<file path="config.mk">
export PLATFORM = sky130hd
export DESIGN_NAME = fpAddSub
export DESIGN_NICKNAME = d
export VERILOG_FILES = /design/src/fpFormatPkg.sv /design/src/fpPipePkg.sv /design/src/fpAddSub.sv /design/src/fpAddSubAlign.sv /design/src/fpAddSubExecute.sv /design/src/fpAddSubNormalize.sv /design/src/fpAddSubRound.sv
export VERILOG_INCLUDE_DIRS = /design/src
export SDC_FILE = /design/constraint.sdc
export NUM_CORES = 1
export LEC_CHECK = 0
export BUFFER_PORTS_ARGS = -buffer_cell sky130_fd_sc_hd__buf_2
export CORE_MARGIN = 2
export CORE_UTILIZATION = 50
export DETAILED_ROUTE_END_ITERATION = 10
export PLACE_DENSITY = 0.68
export SKIP_LAST_GASP = 1
export SYNTH_ARGS = -nofsm -noshare
export SYNTH_HDL_FRONTEND = slang
export SYNTH_SLANG_ARGS = --single-unit
export TNS_END_PERCENT = 10
</file>
<file path="constraint.sdc">
create_clock -name clk -period 5.15 [get_ports clk]
set_input_delay 0.515 -clock clk [delete_from_list [all_inputs] [get_ports clk]]
set_output_delay 0.515 -clock clk [all_outputs]
set_load 0.1 [all_outputs]
</file>
<file path="src/fp_defs.svh">
`ifndef FP_DEFS_SVH
`define FP_DEFS_SVH

// FP16 field widths
`define EXPONENT 5
`define MANTISSA 10
`define DWIDTH (1 + `EXPONENT + `MANTISSA)

// Exponent bias
`define BIAS 15

// Working mantissa, carry + hidden + fraction + guard/round/sticky
`define SUMWIDTH 15

// Normalize shift amount, covers 0 to 14
`define SHIFTWIDTH 4

// Cycles from input strobe to output strobe
`define LATENCY 3

`endif
</file>
<file path="src/fpFormatPkg.sv">
`include "fp_defs.svh"

package fpFormatPkg;

	// Sign, biased exponent, fraction without hidden bit
	typedef struct packed {
		logic sign;
		logic [`EXPONENT-1:0] exponent;
		logic [`MANTISSA-1:0] fraction;
	} fp16T;

	// Operand class, subnormals count as zero
	typedef enum logic [1:0] {clsZero, clsNormal, clsInf, clsNan} fpClassE;

	// Canonical quiet NaN
	localparam logic [`DWIDTH-1:0] canonNanBits = 16'h7E00;
	localparam fp16T canonNan = fp16T'(canonNanBits);

	function automatic fpClassE classify(fp16T x);
		// Zero exponent means zero or a flushed subnormal
		if (x.exponent == '0) return clsZero;
		if (x.exponent == '1) return (x.fraction == '0) ? clsInf : clsNan;
		return clsNormal;
	endfunction

endpackage

</file>
<file path="src/fpPipePkg.sv">
`include "fp_defs.svh"

package fpPipePkg;

	typedef enum logic {opAdd, opSub} fpOpE;

	// Align stage to execute stage
	typedef struct packed {
		logic valid;
		// Sign of the larger operand
		logic sign;
		// Operand signs differ after op is applied
		logic effSub;
		logic [`EXPONENT-1:0] exponent;
		logic [`SUMWIDTH-1:0] mantLarge;
		// Shifted right, lost bits folded into sticky
		logic [`SUMWIDTH-1:0] mantSmall;
		logic special;
		fpFormatPkg::fp16T specialResult;
	} alignStageT;

	// Execute stage to round stage
	typedef struct packed {
		logic valid;
		logic sign;
		// Biased, leading one sits in the carry position
		logic signed [6:0] exponent;
		logic [`SUMWIDTH-1:0] mantissa;
		// Exact cancellation
		logic zero;
		logic special;
		fpFormatPkg::fp16T specialResult;
	} execStageT;

endpackage

</file>
<file path="src/fpAddSub.sv">
`timescale 1ns/1ps

module fpAddSub (
	input  logic clk,
	input  logic arstN,
	input  logic inValid,
	input  fpFormatPkg::fp16T opA,
	input  fpFormatPkg::fp16T opB,
	input  fpPipePkg::fpOpE op,
	output logic outValid,
	output fpFormatPkg::fp16T result
);
	import fpPipePkg::*;

	// Inter-stage registers
	alignStageT alignStage;
	execStageT execStage;

	// Classify, swap, align
	fpAddSubAlign uAlign (
		.clk(clk),
		.arstN(arstN),
		.inValid(inValid),
		.opA(opA),
		.opB(opB),
		.op(op),
		.stage(alignStage)
	);

	// Add or subtract, then normalize
	fpAddSubExecute uExecute (
		.clk(clk),
		.arstN(arstN),
		.inStage(alignStage),
		.outStage(execStage)
	);

	// Round, range check, pack
	fpAddSubRound uRound (
		.clk(clk),
		.arstN(arstN),
		.inStage(execStage),
		.outValid(outValid),
		.result(result)
	);

endmodule

</file>
<file path="src/fpAddSubAlign.sv">
`timescale 1ns/1ps
`include "fp_defs.svh"

module fpAddSubAlign (
	input  logic clk,
	input  logic arstN,
	input  logic inValid,
	input  fpFormatPkg::fp16T opA,
	input  fpFormatPkg::fp16T opB,
	input  fpPipePkg::fpOpE op,
	output fpPipePkg::alignStageT stage
);
	import fpFormatPkg::*;
	import fpPipePkg::*;

	// Wide enough that the largest exponent gap still keeps every lost bit
	localparam int extWidth = `SUMWIDTH + (1 << `EXPONENT) - 1;

	fp16T bEff;
	fp16T opLarge;
	fp16T opSmall;
	fpClassE classA;
	fpClassE classB;
	logic [`EXPONENT-1:0] expDiff;
	logic [`SUMWIDTH-1:0] mantSmallRaw;
	logic [extWidth-1:0] shiftedExt;
	alignStageT nextStage;

	// Subtract is add with B negated
	always_comb begin
		bEff = opB;
		bEff.sign = opB.sign ^ (op == opSub);
	end

	assign classA = classify(opA);
	assign classB = classify(bEff);

	// Larger magnitude first, a tie keeps A in front
	always_comb begin
		if ({opA.exponent, opA.fraction} >= {bEff.exponent, bEff.fraction}) begin
			opLarge = opA;
			opSmall = bEff;
		end else begin
			opLarge = bEff;
			opSmall = opA;
		end
	end

	assign expDiff = opLarge.exponent - opSmall.exponent;

	// Hidden one at bit 13, GRS cleared
	assign mantSmallRaw = {2'b01, opSmall.fraction, 3'b000};

	// Bits shifted out end up below the working width
	assign shiftedExt = {mantSmallRaw, {(extWidth - `SUMWIDTH){1'b0}}} >> expDiff;

	always_comb begin
		nextStage = '0;
		nextStage.valid = inValid;
		nextStage.sign = opLarge.sign;
		nextStage.effSub = opA.sign ^ bEff.sign;
		nextStage.exponent = opLarge.exponent;
		nextStage.mantLarge = {2'b01, opLarge.fraction, 3'b000};
		// Sticky is the OR of everything that fell off
		nextStage.mantSmall = shiftedExt[extWidth-1 -: `SUMWIDTH]
			| `SUMWIDTH'(|shiftedExt[extWidth-`SUMWIDTH-1:0]);
		// Special cases, NaN has top priority
		if (classA == clsNan || classB == clsNan) begin
			nextStage.special = 1'b1;
			nextStage.specialResult = canonNan;
		end else if (classA == clsInf && classB == clsInf) begin
			// Opposite infinities are invalid
			nextStage.special = 1'b1;
			nextStage.specialResult = (opA.sign == bEff.sign) ? opA : canonNan;
		end else if (classA == clsInf) begin
			nextStage.special = 1'b1;
			nextStage.specialResult = opA;
		end else if (classB == clsInf) begin
			nextStage.special = 1'b1;
			nextStage.specialResult = bEff;
		end else if (classA == clsZero && classB == clsZero) begin
			// -0 only when both zeros are negative
			nextStage.special = 1'b1;
			nextStage.specialResult.sign = opA.sign & bEff.sign;
		end else if (classA == clsZero) begin
			nextStage.special = 1'b1;
			nextStage.specialResult = bEff;
		end else if (classB == clsZero) begin
			nextStage.special = 1'b1;
			nextStage.specialResult = opA;
		end
	end

	always_ff @(posedge clk or negedge arstN) begin
		if (!arstN) begin
			stage <= '0;
		end else begin
			stage <= nextStage;
		end
	end

endmodule

</file>
<file path="src/fpAddSubExecute.sv">
`timescale 1ns/1ps
`include "fp_defs.svh"

module fpAddSubExecute (
	input  logic clk,
	input  logic arstN,
	input  fpPipePkg::alignStageT inStage,
	output fpPipePkg::execStageT outStage
);
	import fpPipePkg::*;

	logic [`SUMWIDTH-1:0] sum;
	logic [`SUMWIDTH-1:0] normMant;
	logic [`SHIFTWIDTH-1:0] normShift;
	logic normZero;
	execStageT nextStage;

	// Larger magnitude comes first, so no negative difference
	assign sum = inStage.effSub ? inStage.mantLarge - inStage.mantSmall
		: inStage.mantLarge + inStage.mantSmall;

	fpAddSubNormalize uNormalize (
		.sum(sum),
		.mantissa(normMant),
		.shift(normShift),
		.zero(normZero)
	);

	always_comb begin
		nextStage.valid = inStage.valid;
		// Exact cancellation gives +0
		nextStage.sign = inStage.sign & ~normZero;
		// One up for the carry position, down by the shift
		nextStage.exponent = $signed({2'b00, inStage.exponent}) + 7'sd1
			- $signed({3'b000, normShift});
		nextStage.mantissa = normMant;
		nextStage.zero = normZero;
		// Specials ride along untouched
		nextStage.special = inStage.special;
		nextStage.specialResult = inStage.specialResult;
	end

	always_ff @(posedge clk or negedge arstN) begin
		if (!arstN) begin
			outStage <= '0;
		end else begin
			outStage <= nextStage;
		end
	end

endmodule

</file>
<file path="src/fpAddSubNormalize.sv">
`timescale 1ns/1ps
`include "fp_defs.svh"

module fpAddSubNormalize (
	input  logic [`SUMWIDTH-1:0] sum,
	output logic [`SUMWIDTH-1:0] mantissa,
	output logic [`SHIFTWIDTH-1:0] shift,
	output logic zero
);
	// Barrel shifter levels
	logic [`SUMWIDTH-1:0] lvl8;
	logic [`SUMWIDTH-1:0] lvl4;
	logic [`SUMWIDTH-1:0] lvl2;

	// Leading one search, carry bit has priority
	assign shift =
		sum[14] ? 4'd0 :
		sum[13] ? 4'd1 :
		sum[12] ? 4'd2 :
		sum[11] ? 4'd3 :
		sum[10] ? 4'd4 :
		sum[9]  ? 4'd5 :
		sum[8]  ? 4'd6 :
		sum[7]  ? 4'd7 :
		sum[6]  ? 4'd8 :
		sum[5]  ? 4'd9 :
		sum[4]  ? 4'd10 :
		sum[3]  ? 4'd11 :
		sum[2]  ? 4'd12 :
		sum[1]  ? 4'd13 : 4'd14;

	// Nothing to find when the difference cancels
	assign zero = ~|sum;

	// Left shift in binary steps
	assign lvl8 = shift[3] ? {sum[`SUMWIDTH-9:0], 8'b0} : sum;
	assign lvl4 = shift[2] ? {lvl8[`SUMWIDTH-5:0], 4'b0} : lvl8;
	assign lvl2 = shift[1] ? {lvl4[`SUMWIDTH-3:0], 2'b0} : lvl4;

	// Leading one now in the carry position
	assign mantissa = shift[0] ? {lvl2[`SUMWIDTH-2:0], 1'b0} : lvl2;

endmodule

</file>
<file path="src/fpAddSubRound.sv">
`timescale 1ns/1ps
`include "fp_defs.svh"

module fpAddSubRound (
	input  logic clk,
	input  logic arstN,
	input  fpPipePkg::execStageT inStage,
	output logic outValid,
	output fpFormatPkg::fp16T result
);
	import fpFormatPkg::*;

	// All-ones biased exponent is reserved for inf and NaN
	localparam int expMax = 2 * `BIAS + 1;

	logic [`MANTISSA-1:0] frac;
	logic guardBit;
	logic roundBit;
	logic stickyBit;
	logic roundUp;
	logic [`MANTISSA+1:0] rounded;
	logic [`MANTISSA-1:0] fracRounded;
	logic signed [6:0] expRounded;
	fp16T nextResult;

	// Fraction sits just below the leading one in the carry position
	assign frac = inStage.mantissa[`SUMWIDTH-2 -: `MANTISSA];
	assign guardBit = inStage.mantissa[3];
	assign roundBit = inStage.mantissa[2];
	assign stickyBit = |inStage.mantissa[1:0];

	// Ties round up only from an odd fraction
	assign roundUp = guardBit & (roundBit | stickyBit | frac[0]);

	assign rounded = {2'b01, frac} + {{(`MANTISSA + 1){1'b0}}, roundUp};

	// A carry out leaves the fraction all zero and bumps the exponent
	assign fracRounded = rounded[`MANTISSA-1:0];
	assign expRounded = inStage.exponent + $signed({6'b0, rounded[`MANTISSA+1]});

	always_comb begin
		nextResult.sign = inStage.sign;
		nextResult.exponent = expRounded[`EXPONENT-1:0];
		nextResult.fraction = fracRounded;
		if (inStage.special) begin
			nextResult = inStage.specialResult;
		end else if (inStage.zero || expRounded <= 0) begin
			// Flush to signed zero below the normal range
			nextResult.exponent = '0;
			nextResult.fraction = '0;
		end else if (expRounded >= expMax) begin
			// Overflow to signed infinity
			nextResult.exponent = '1;
			nextResult.fraction = '0;
		end
	end

	always_ff @(posedge clk or negedge arstN) begin
		if (!arstN) begin
			outValid <= 1'b0;
			result <= '0;
		end else begin
			outValid <= inStage.valid;
			result <= nextResult;
		end
	end

endmodule

</file>
==> out/results.ini, run 1 <==
[run_status]
status = finished clean

[job]
max_cap_viol_count = 0

[pwr]
power_w = 0.00406
p_comb_share_pct = 54.8
ir_drop_uv = 221
p_per_area_nw_per_um2 = 508
switchingPower_w = 0.00191
p_int_w = 0.00215
p_leak_nw = 3.60
p_clk_share_pct = 16.9
power_switching_share_pct = 47.1
pwr-share-seq_pct = 28.3

[routing]
drtPass1Iterations = 5
drtIter0Drc = 468
routedWlPerCell_um = 17.2
avgViaCountPerCell = 5.98
drtAntennaViolNets = 0
num_vias = 6033
drc = 0
routed_wl_um = 17300

[final_layout]
diodes = 0
layout.nets = 906
layout_common_cells = dfrtp_1, nand2_1, o21ai_0
multi_input_area_um2 = 4240
fillerInstances = 1321
seq_area_um2 = 2700
drive_gt1_share_pct = 15.3
syn2layout_area_growth_pct = 7.76
layout_commonest_cell = dfrtp_1

[die]
rows = 44
dieWidth_um = 126
initial_core_util_pct = 51.0
io_pins = 53
core_area_um2 = 14500
die_area_um2 = 15800
die-height_um = 126

[timing]
finalSetupViolations = 0
finalCriticalPeriod_ns = 4.39
drv_slew = 0
rsz0062_at_grt = false
fin_crit_sh_pct = 85.3
finalSetupTns_ns = 0
worstMarginPinSlew_ns = 0.899
max_freq_mhz = 228
final_hold_viol_count = 0
max_slew_margin_pct = 39.8
skew_ns = 0.0162

[synth]
avgSynthCellArea_um2 = 9.47
synth.distinct_cells = 93
synth_area_leaders = dfrtp_1, ha_1, o21ai_0
ys_ff_latch = 108
async_flop_share_pct = 100
yosys.area.top_type = dfrtp_1
synth_edf_count = 0
yosysWarnings = 0
synth_fp_nets = 869
postSynthCellCount = 783
syn_area_um2 = 7420
yosys.area.top_type_share_pct = 36.4
synth_flop_cell = dfrtp_1
yosysSeqAreaShare_pct = 36.4

[global_route]
grt_pass1_vias = 5761
gr-total-overflow = 0
grt_max_degree = 65
antenna_found_initial = 0
grt_pass1_wl_um = 28900
grt_use_total_pct = 22.4

[clocking]
cts_inserted_buffers = 9
cts_resized = 0
post_cts_buffers = 0
cts_tree = done
cts_root_buffer = clkbuf_16
numClockSinks = 108
clk_pin_slew_ns = 0.08
htree_levels = 3
holdBufCountCts = 0
clkLatencyLatePin_ns = 0.35
ctsLongestPathBuffers = 2

[critical_path]
path_cells = ha_1 > inv_1 > o31ai_1 > o21ba_2 > a21oi_1 > o211ai_1 > a221oi_1 > o21a_1 > o21ai_1 > inv_2 > ha_1 > inv_1 > fa_1 > a21o_1 > a21oi_1 > xnor2_1
crit_buf_inv = 3
cp_max_fo = 9
arrival_ns = 4.67
cp-end-kind = flip-flop
slowest_stage = a221oi_1
crit_family = compound AO/OA/AOI/OAI gates
required_ns = 5.43
critPathKind = reg -> reg
slowest_delay_ns = 0.59
cp-start-kind = flip-flop

[worst_hold_path]
hp-class = in -> async

[placed_design]
place_hpwl_um = 13600
place.gp.congestion = 0.945
place.port_buffers = 52

power groups by stage:
| stage | Clock (W) | Combinational (W) | Sequential [W] |
|---|---|---|---|
| floorplan | 0 | 0.00142 | 0.00153 |
| global route | 0.000741 | 0.00243 | 0.00118 |
| global placement | 0 | 0.00218 | 0.00116 |
| detailed placement | 0 | 0.00221 | 0.00117 |
| finish | 0.000686 | 0.00223 | 0.00115 |
| CTS | 0.000704 | 0.00222 | 0.00115 |
stage by stage:
| stage | cell area (µm²) | utilization (%) | hold slack (ns) | setup slack, ns | std cells |
|---|---|---|---|---|---|
| 2_1_floorplan | 7420 | - | 0.219 | 1.14 | 783 |
| 3_3_place_gp | 7690 | 52.9 | 0.336 | 0.740 | 993 |
| 3_5_place_dp | 7690 | 52.9 | 0.336 | 0.546 | 993 |
| 4_1_cts | 7990 | 55.0 | 0.166 | 0.785 | 1009 |
| 5_1_grt | 7990 | 55.0 | 0.187 | 0.434 | 1009 |
| 6_report | 7990 | 55.0 | 0.146 | 0.759 | 1009 |
logic make-up after synthesis:
family	share of synthesized area [%]
flops	36.4
other cells	0.0506
compound gates	20.1
simple gates	16.5
fa+ha+maj	8.64
mux	7.44
xor+xnor	4.35
buf+inv	6.50
sequential cells by signal (all words and copies together), names as in the netlist:
signal and cells:
uAlign.stage 50, uRound.outValid 1, uRound.result 16, uExecute.outStage 41
final cells by class:
type | count | share of cell area, %
inverters | 51 | 2.40
multi-input cells | 589 | 53.0
flip-flops and latches | 108 | 33.8
clock buffers | 10 | 2.99
repair buffers | 61 | 4.13
clock inverters | 6 | 0.767
well taps | 184 | 2.88
synth_stat cells, types with 4 or more instances:
library cell  instances
dfrtp_1             108
nand2_1              72
o21ai_0              55
nor2_1               54
inv_1                49
ha_1                 48
a21oi_1              37
nand3_1              23
mux2i_1              21
nor3_1               18
xnor2_1              18
xor2_1               17
a22oi_1              13
clkbuf_1             11
mux2_2               11
nand2b_1             11
a211oi_1             10
nand4_1               9
clkbuf_8              8
nor2b_1               8
o22ai_1               8
or2_2                 8
or3_1                 8
and2_1                7
buf_2                 7
o211ai_1              7
a21o_1                6
nor4_1                6
o21a_1                6
o31ai_1               6
a221o_1               5
a31oi_1               5
mux4_2                5
or4_1                 5
a211o_1               4
buf_6                 4
mux4_1                4
o21bai_1              4
routing by layer:
metal  vias up  GRT usage [%]  routed length, µm
met5         -              0                  0
met4         0           9.63                579
met3        38           3.23                864
met2       196           35.2               8030
met1      2882           31.2               7840
li1       2917              -                  -
final timing paths:
path	start	end	slack [ns]	depth (start not counted)
setup / recovery	uAlign.stage[41]	uExecute.outStage[37]	0.76	16
hold / removal	arstN	uExecute.outStage[18]	0.15	1
setup reg to reg	uAlign.stage[41]	uExecute.outStage[37]	0.76	16
hold reg to reg	uAlign.stage[7]	uExecute.outStage[7]	0.34	0
max in group asynchronous	arstN	uAlign.stage[23]	3.81	2
min in group clk	inValid	uAlign.stage[54]	0.27	1
No activity file was read; power rests on OpenSTA's default activity.
==> run 2, diff against run 1 <==
--- a/config.mk
+++ b/config.mk
@@ -6,6 +6,7 @@
 export SDC_FILE = /design/constraint.sdc
 export NUM_CORES = 1
 export LEC_CHECK = 0
+export ABC_AREA = 1
 export BUFFER_PORTS_ARGS = -buffer_cell sky130_fd_sc_hd__buf_2
 export CORE_MARGIN = 2
 export CORE_UTILIZATION = 50
==> out/results.ini, run 2 <==
[die]
core_area_um2 = 15200  ; +4.6%
die-height_um = 129  ; +2.3%
dieWidth_um = 129  ; +2.3%
die_area_um2 = 16600  ; +4.7%
io_pins = 53  ; unchanged
rows = 45  ; +2.3%
initial_core_util_pct = 51.2  ; +0.13 points

[clocking]
clkLatencyLatePin_ns = 0.35  ; about the same
cts_inserted_buffers = 9  ; unchanged
numClockSinks = 108  ; unchanged
clk_pin_slew_ns = 0.07  ; about the same
cts_tree = done
cts_root_buffer = clkbuf_16
holdBufCountCts = 0  ; unchanged
htree_levels = 3  ; unchanged
ctsLongestPathBuffers = 2  ; unchanged
post_cts_buffers = 0  ; unchanged
cts_resized = 0  ; unchanged

[final_layout]
drive_gt1_share_pct = 11.7  ; -3.6 points
regMostFlops = uAlign.stage
syn2layout_area_growth_pct = 8.22
layout_commonest_cell = nand2_1
layout.nets = 1195  ; +32%
top_regs = uAlign.stage x50, uExecute.outStage x41, uRound.result x16
final_util_pct = 55.4  ; +0.37 points
layout_common_cells = nand2_1, nand3_1, inv_1
largest_register_ffs = 50  ; unchanged
diodes = 0  ; unchanged

[routing]
num_vias = 7110  ; +18%
avgViaCountPerCell = 5.47  ; -8.6%
routedWlPerCell_um = 14.9  ; -13%
drtPass1Iterations = 5  ; unchanged
routed_wl_um = 19400  ; +12%
drtIter0Drc = 618  ; +32%
drc = 0  ; unchanged
drtAntennaViolNets = 0  ; unchanged

[job]
max_cap_viol_count = 0  ; unchanged

[placed_design]
place.port_buffers = 52  ; unchanged
place_hpwl_um = 15400  ; +13%
place.gp.congestion = 0.957  ; +1.3%

[run_status]
status = finished clean

[global_route]
grt_pass1_wl_um = 31700  ; +9.6%
antenna_found_initial = 0  ; unchanged
grt_pass1_vias = 6633  ; +15%
grt_max_degree = 64  ; -1.5%
grt_use_total_pct = 24.0  ; +1.6 points
gr-total-overflow = 0  ; unchanged

[synth]
avgSynthCellArea_um2 = 7.24  ; -24%
synth_fp_nets = 1160  ; +33%
yosysMostFrequentCell = nand2_1
postSynthCellCount = 1074  ; +37%
yosys-top-cells-count = nand2_1, nand3_1, inv_1
ys_ff_latch = 108  ; unchanged
yosysSeqAreaShare_pct = 34.8  ; -1.7 points
synth_edf_count = 0  ; unchanged
synth_area_leaders = dfrtp_1, nand2_1, nand3_1
synth.distinct_cells = 54  ; -42%
yosys.area.top_type = dfrtp_1
async_flop_share_pct = 100  ; unchanged
yosysWarnings = 0  ; unchanged
synth_flop_cell = dfrtp_1
syn_area_um2 = 7780  ; +4.9%
yosys.area.top_type_share_pct = 34.8  ; -1.7 points

[critical_path]
arrival_ns = 4.07  ; -0.60 ns
required_ns = 5.44  ; about the same
critPathKind = reg -> reg
cp_max_fo = 15  ; +6
cp-start-kind = flip-flop
cp-end-kind = flip-flop

[pwr]
power_switching_share_pct = 49.6  ; +2.6 points
p_int_w = 0.00199  ; -7.5%
p_comb_share_pct = 54.8  ; about the same
p_clk_share_pct = 16.2  ; -0.7 points
p_per_area_nw_per_um2 = 469  ; -7.7%
power_w = 0.00395  ; -2.8%
pwr-share-seq_pct = 29.0  ; +0.7 points
ir_drop_uv = 253  ; +15%
switchingPower_w = 0.00196  ; +2.6%
p_leak_nw = 4.53  ; +26%

[timing]
worstMarginPinSlew_ns = 1.02  ; +0.125 ns
finalSetupViolations = 0  ; unchanged
holdWs_ns = 0.141  ; -0.00566 ns
max_slew_margin_pct = 31.5  ; -8.3 points
finalCriticalPeriod_ns = 3.78  ; -0.612 ns
fin_crit_sh_pct = 73.4  ; -12 points
finalSetupTns_ns = 0  ; unchanged
drv_slew = 0  ; unchanged
max_freq_mhz = 265  ; +16%
rsz0062_at_grt = false
final_hold_viol_count = 0  ; unchanged
skew_ns = 0.0110  ; -0.00519 ns

[worst_hold_path]
hp-class = in -> async

## run 2: cell count changes after synthesis, moves of 15 or more
cell	previous run	this run
nand2_1	72	311
nand4_1	9	36
nand3_1	23	122
nor2_1	54	80
nand2_2	0	17
o21ai_0	55	40
mux2i_1	21	0
inv_1	49	114
## run 2: worst paths after layout
path	to	slack, ns	depth (start not counted)	startpoint
max	uExecute.outStage[39]	1.37	22	uAlign.stage[52]
min	uRound.result[11]	0.14	1	arstN
max reg2reg	uExecute.outStage[39]	1.37	22	uAlign.stage[52]
min reg2reg	uExecute.outStage[5]	0.35	0	uAlign.stage[5]
max in group asynchronous	uAlign.stage[26]	3.85	2	arstN
min in group clk	uAlign.stage[54]	0.26	1	inValid
## run 2: through the flow
step	instance area, µm²	setup WS (ns)	cells
2_1_floorplan	7780	1.85	1074
4_1_cts	8420	1.42	1301
3_5_place_dp	8140	1.32	1286
3_3_place_gp	8140	1.38	1286
6_report	8420	1.37	1301
5_1_grt	8420	1.01	1301
## run 2: power groups by stage
stage | Clock, W | Combinational, W | Sequential, W
floorplan | 0 | 0.00137 | 0.00153
global placement | 0 | 0.00215 | 0.00116
detailed placement | 0 | 0.00215 | 0.00116
CTS | 0.000651 | 0.00216 | 0.00115
global route | 0.000686 | 0.00241 | 0.00117
finish | 0.000639 | 0.00217 | 0.00114
## run 2: layer usage
| layer | vias up | global-route usage (%) | wire [µm] |
|---|---|---|---|
| met3 | 43 | 3.28 | 964 |
| met1 | 3272 | 30.6 | 8600 |
| li1 | 3586 | - | - |
| met5 | - | 0 | 0 |
| met2 | 209 | 41.6 | 9170 |
| met4 | 0 | 9.27 | 628 |
## run 2: logic make-up (layout without fill, tap and decap cells)
logic type	count (synthesis)	in the layout	share of synthesized area, %
other	1	1	0.0482
adder cells (fa/ha/maj)	50	50	8.24
AO/OA/AOI/OAI	115	115	9.06
flip-flops	108	108	34.8
XOR/XNOR	32	32	4.04
buffers and inverters	156	195	8.14
multiplexers	1	1	0.145
AND/OR/NAND/NOR	611	611	35.6
## run 2: worst max-delay path, stage by stage, from the launching register on
cell	delay, ns
dfrtp_1	0.71
inv_1	0.34
nor2_1	0.20
xor2_1	0.16
inv_1	0.14
o21ai_0	0.17
inv_1	0.05
o21ai_0	0.14
nand2_1	0.07
nand2_1	0.06
nand2_1	0.06
nand2_1	0.07
nand2_1	0.05
nand2_1	0.07
nand2_2	0.07
a21oi_4	0.11
buf_4	0.21
ha_1	0.17
inv_1	0.06
fa_1	0.40
a31oi_1	0.24
nand2_1	0.08
nor2_1	0.09
## run 2: final cells by class
type	instances	area, µm²
Multi-Input combinational cell	810	4440
Inverter	123	462
Sequential cell	108	2700
Clock buffer	9	225
Fill cell	1464	6790
Timing Repair Buffer	57	300
Tap cell	188	235
Clock inverter	6	50.0
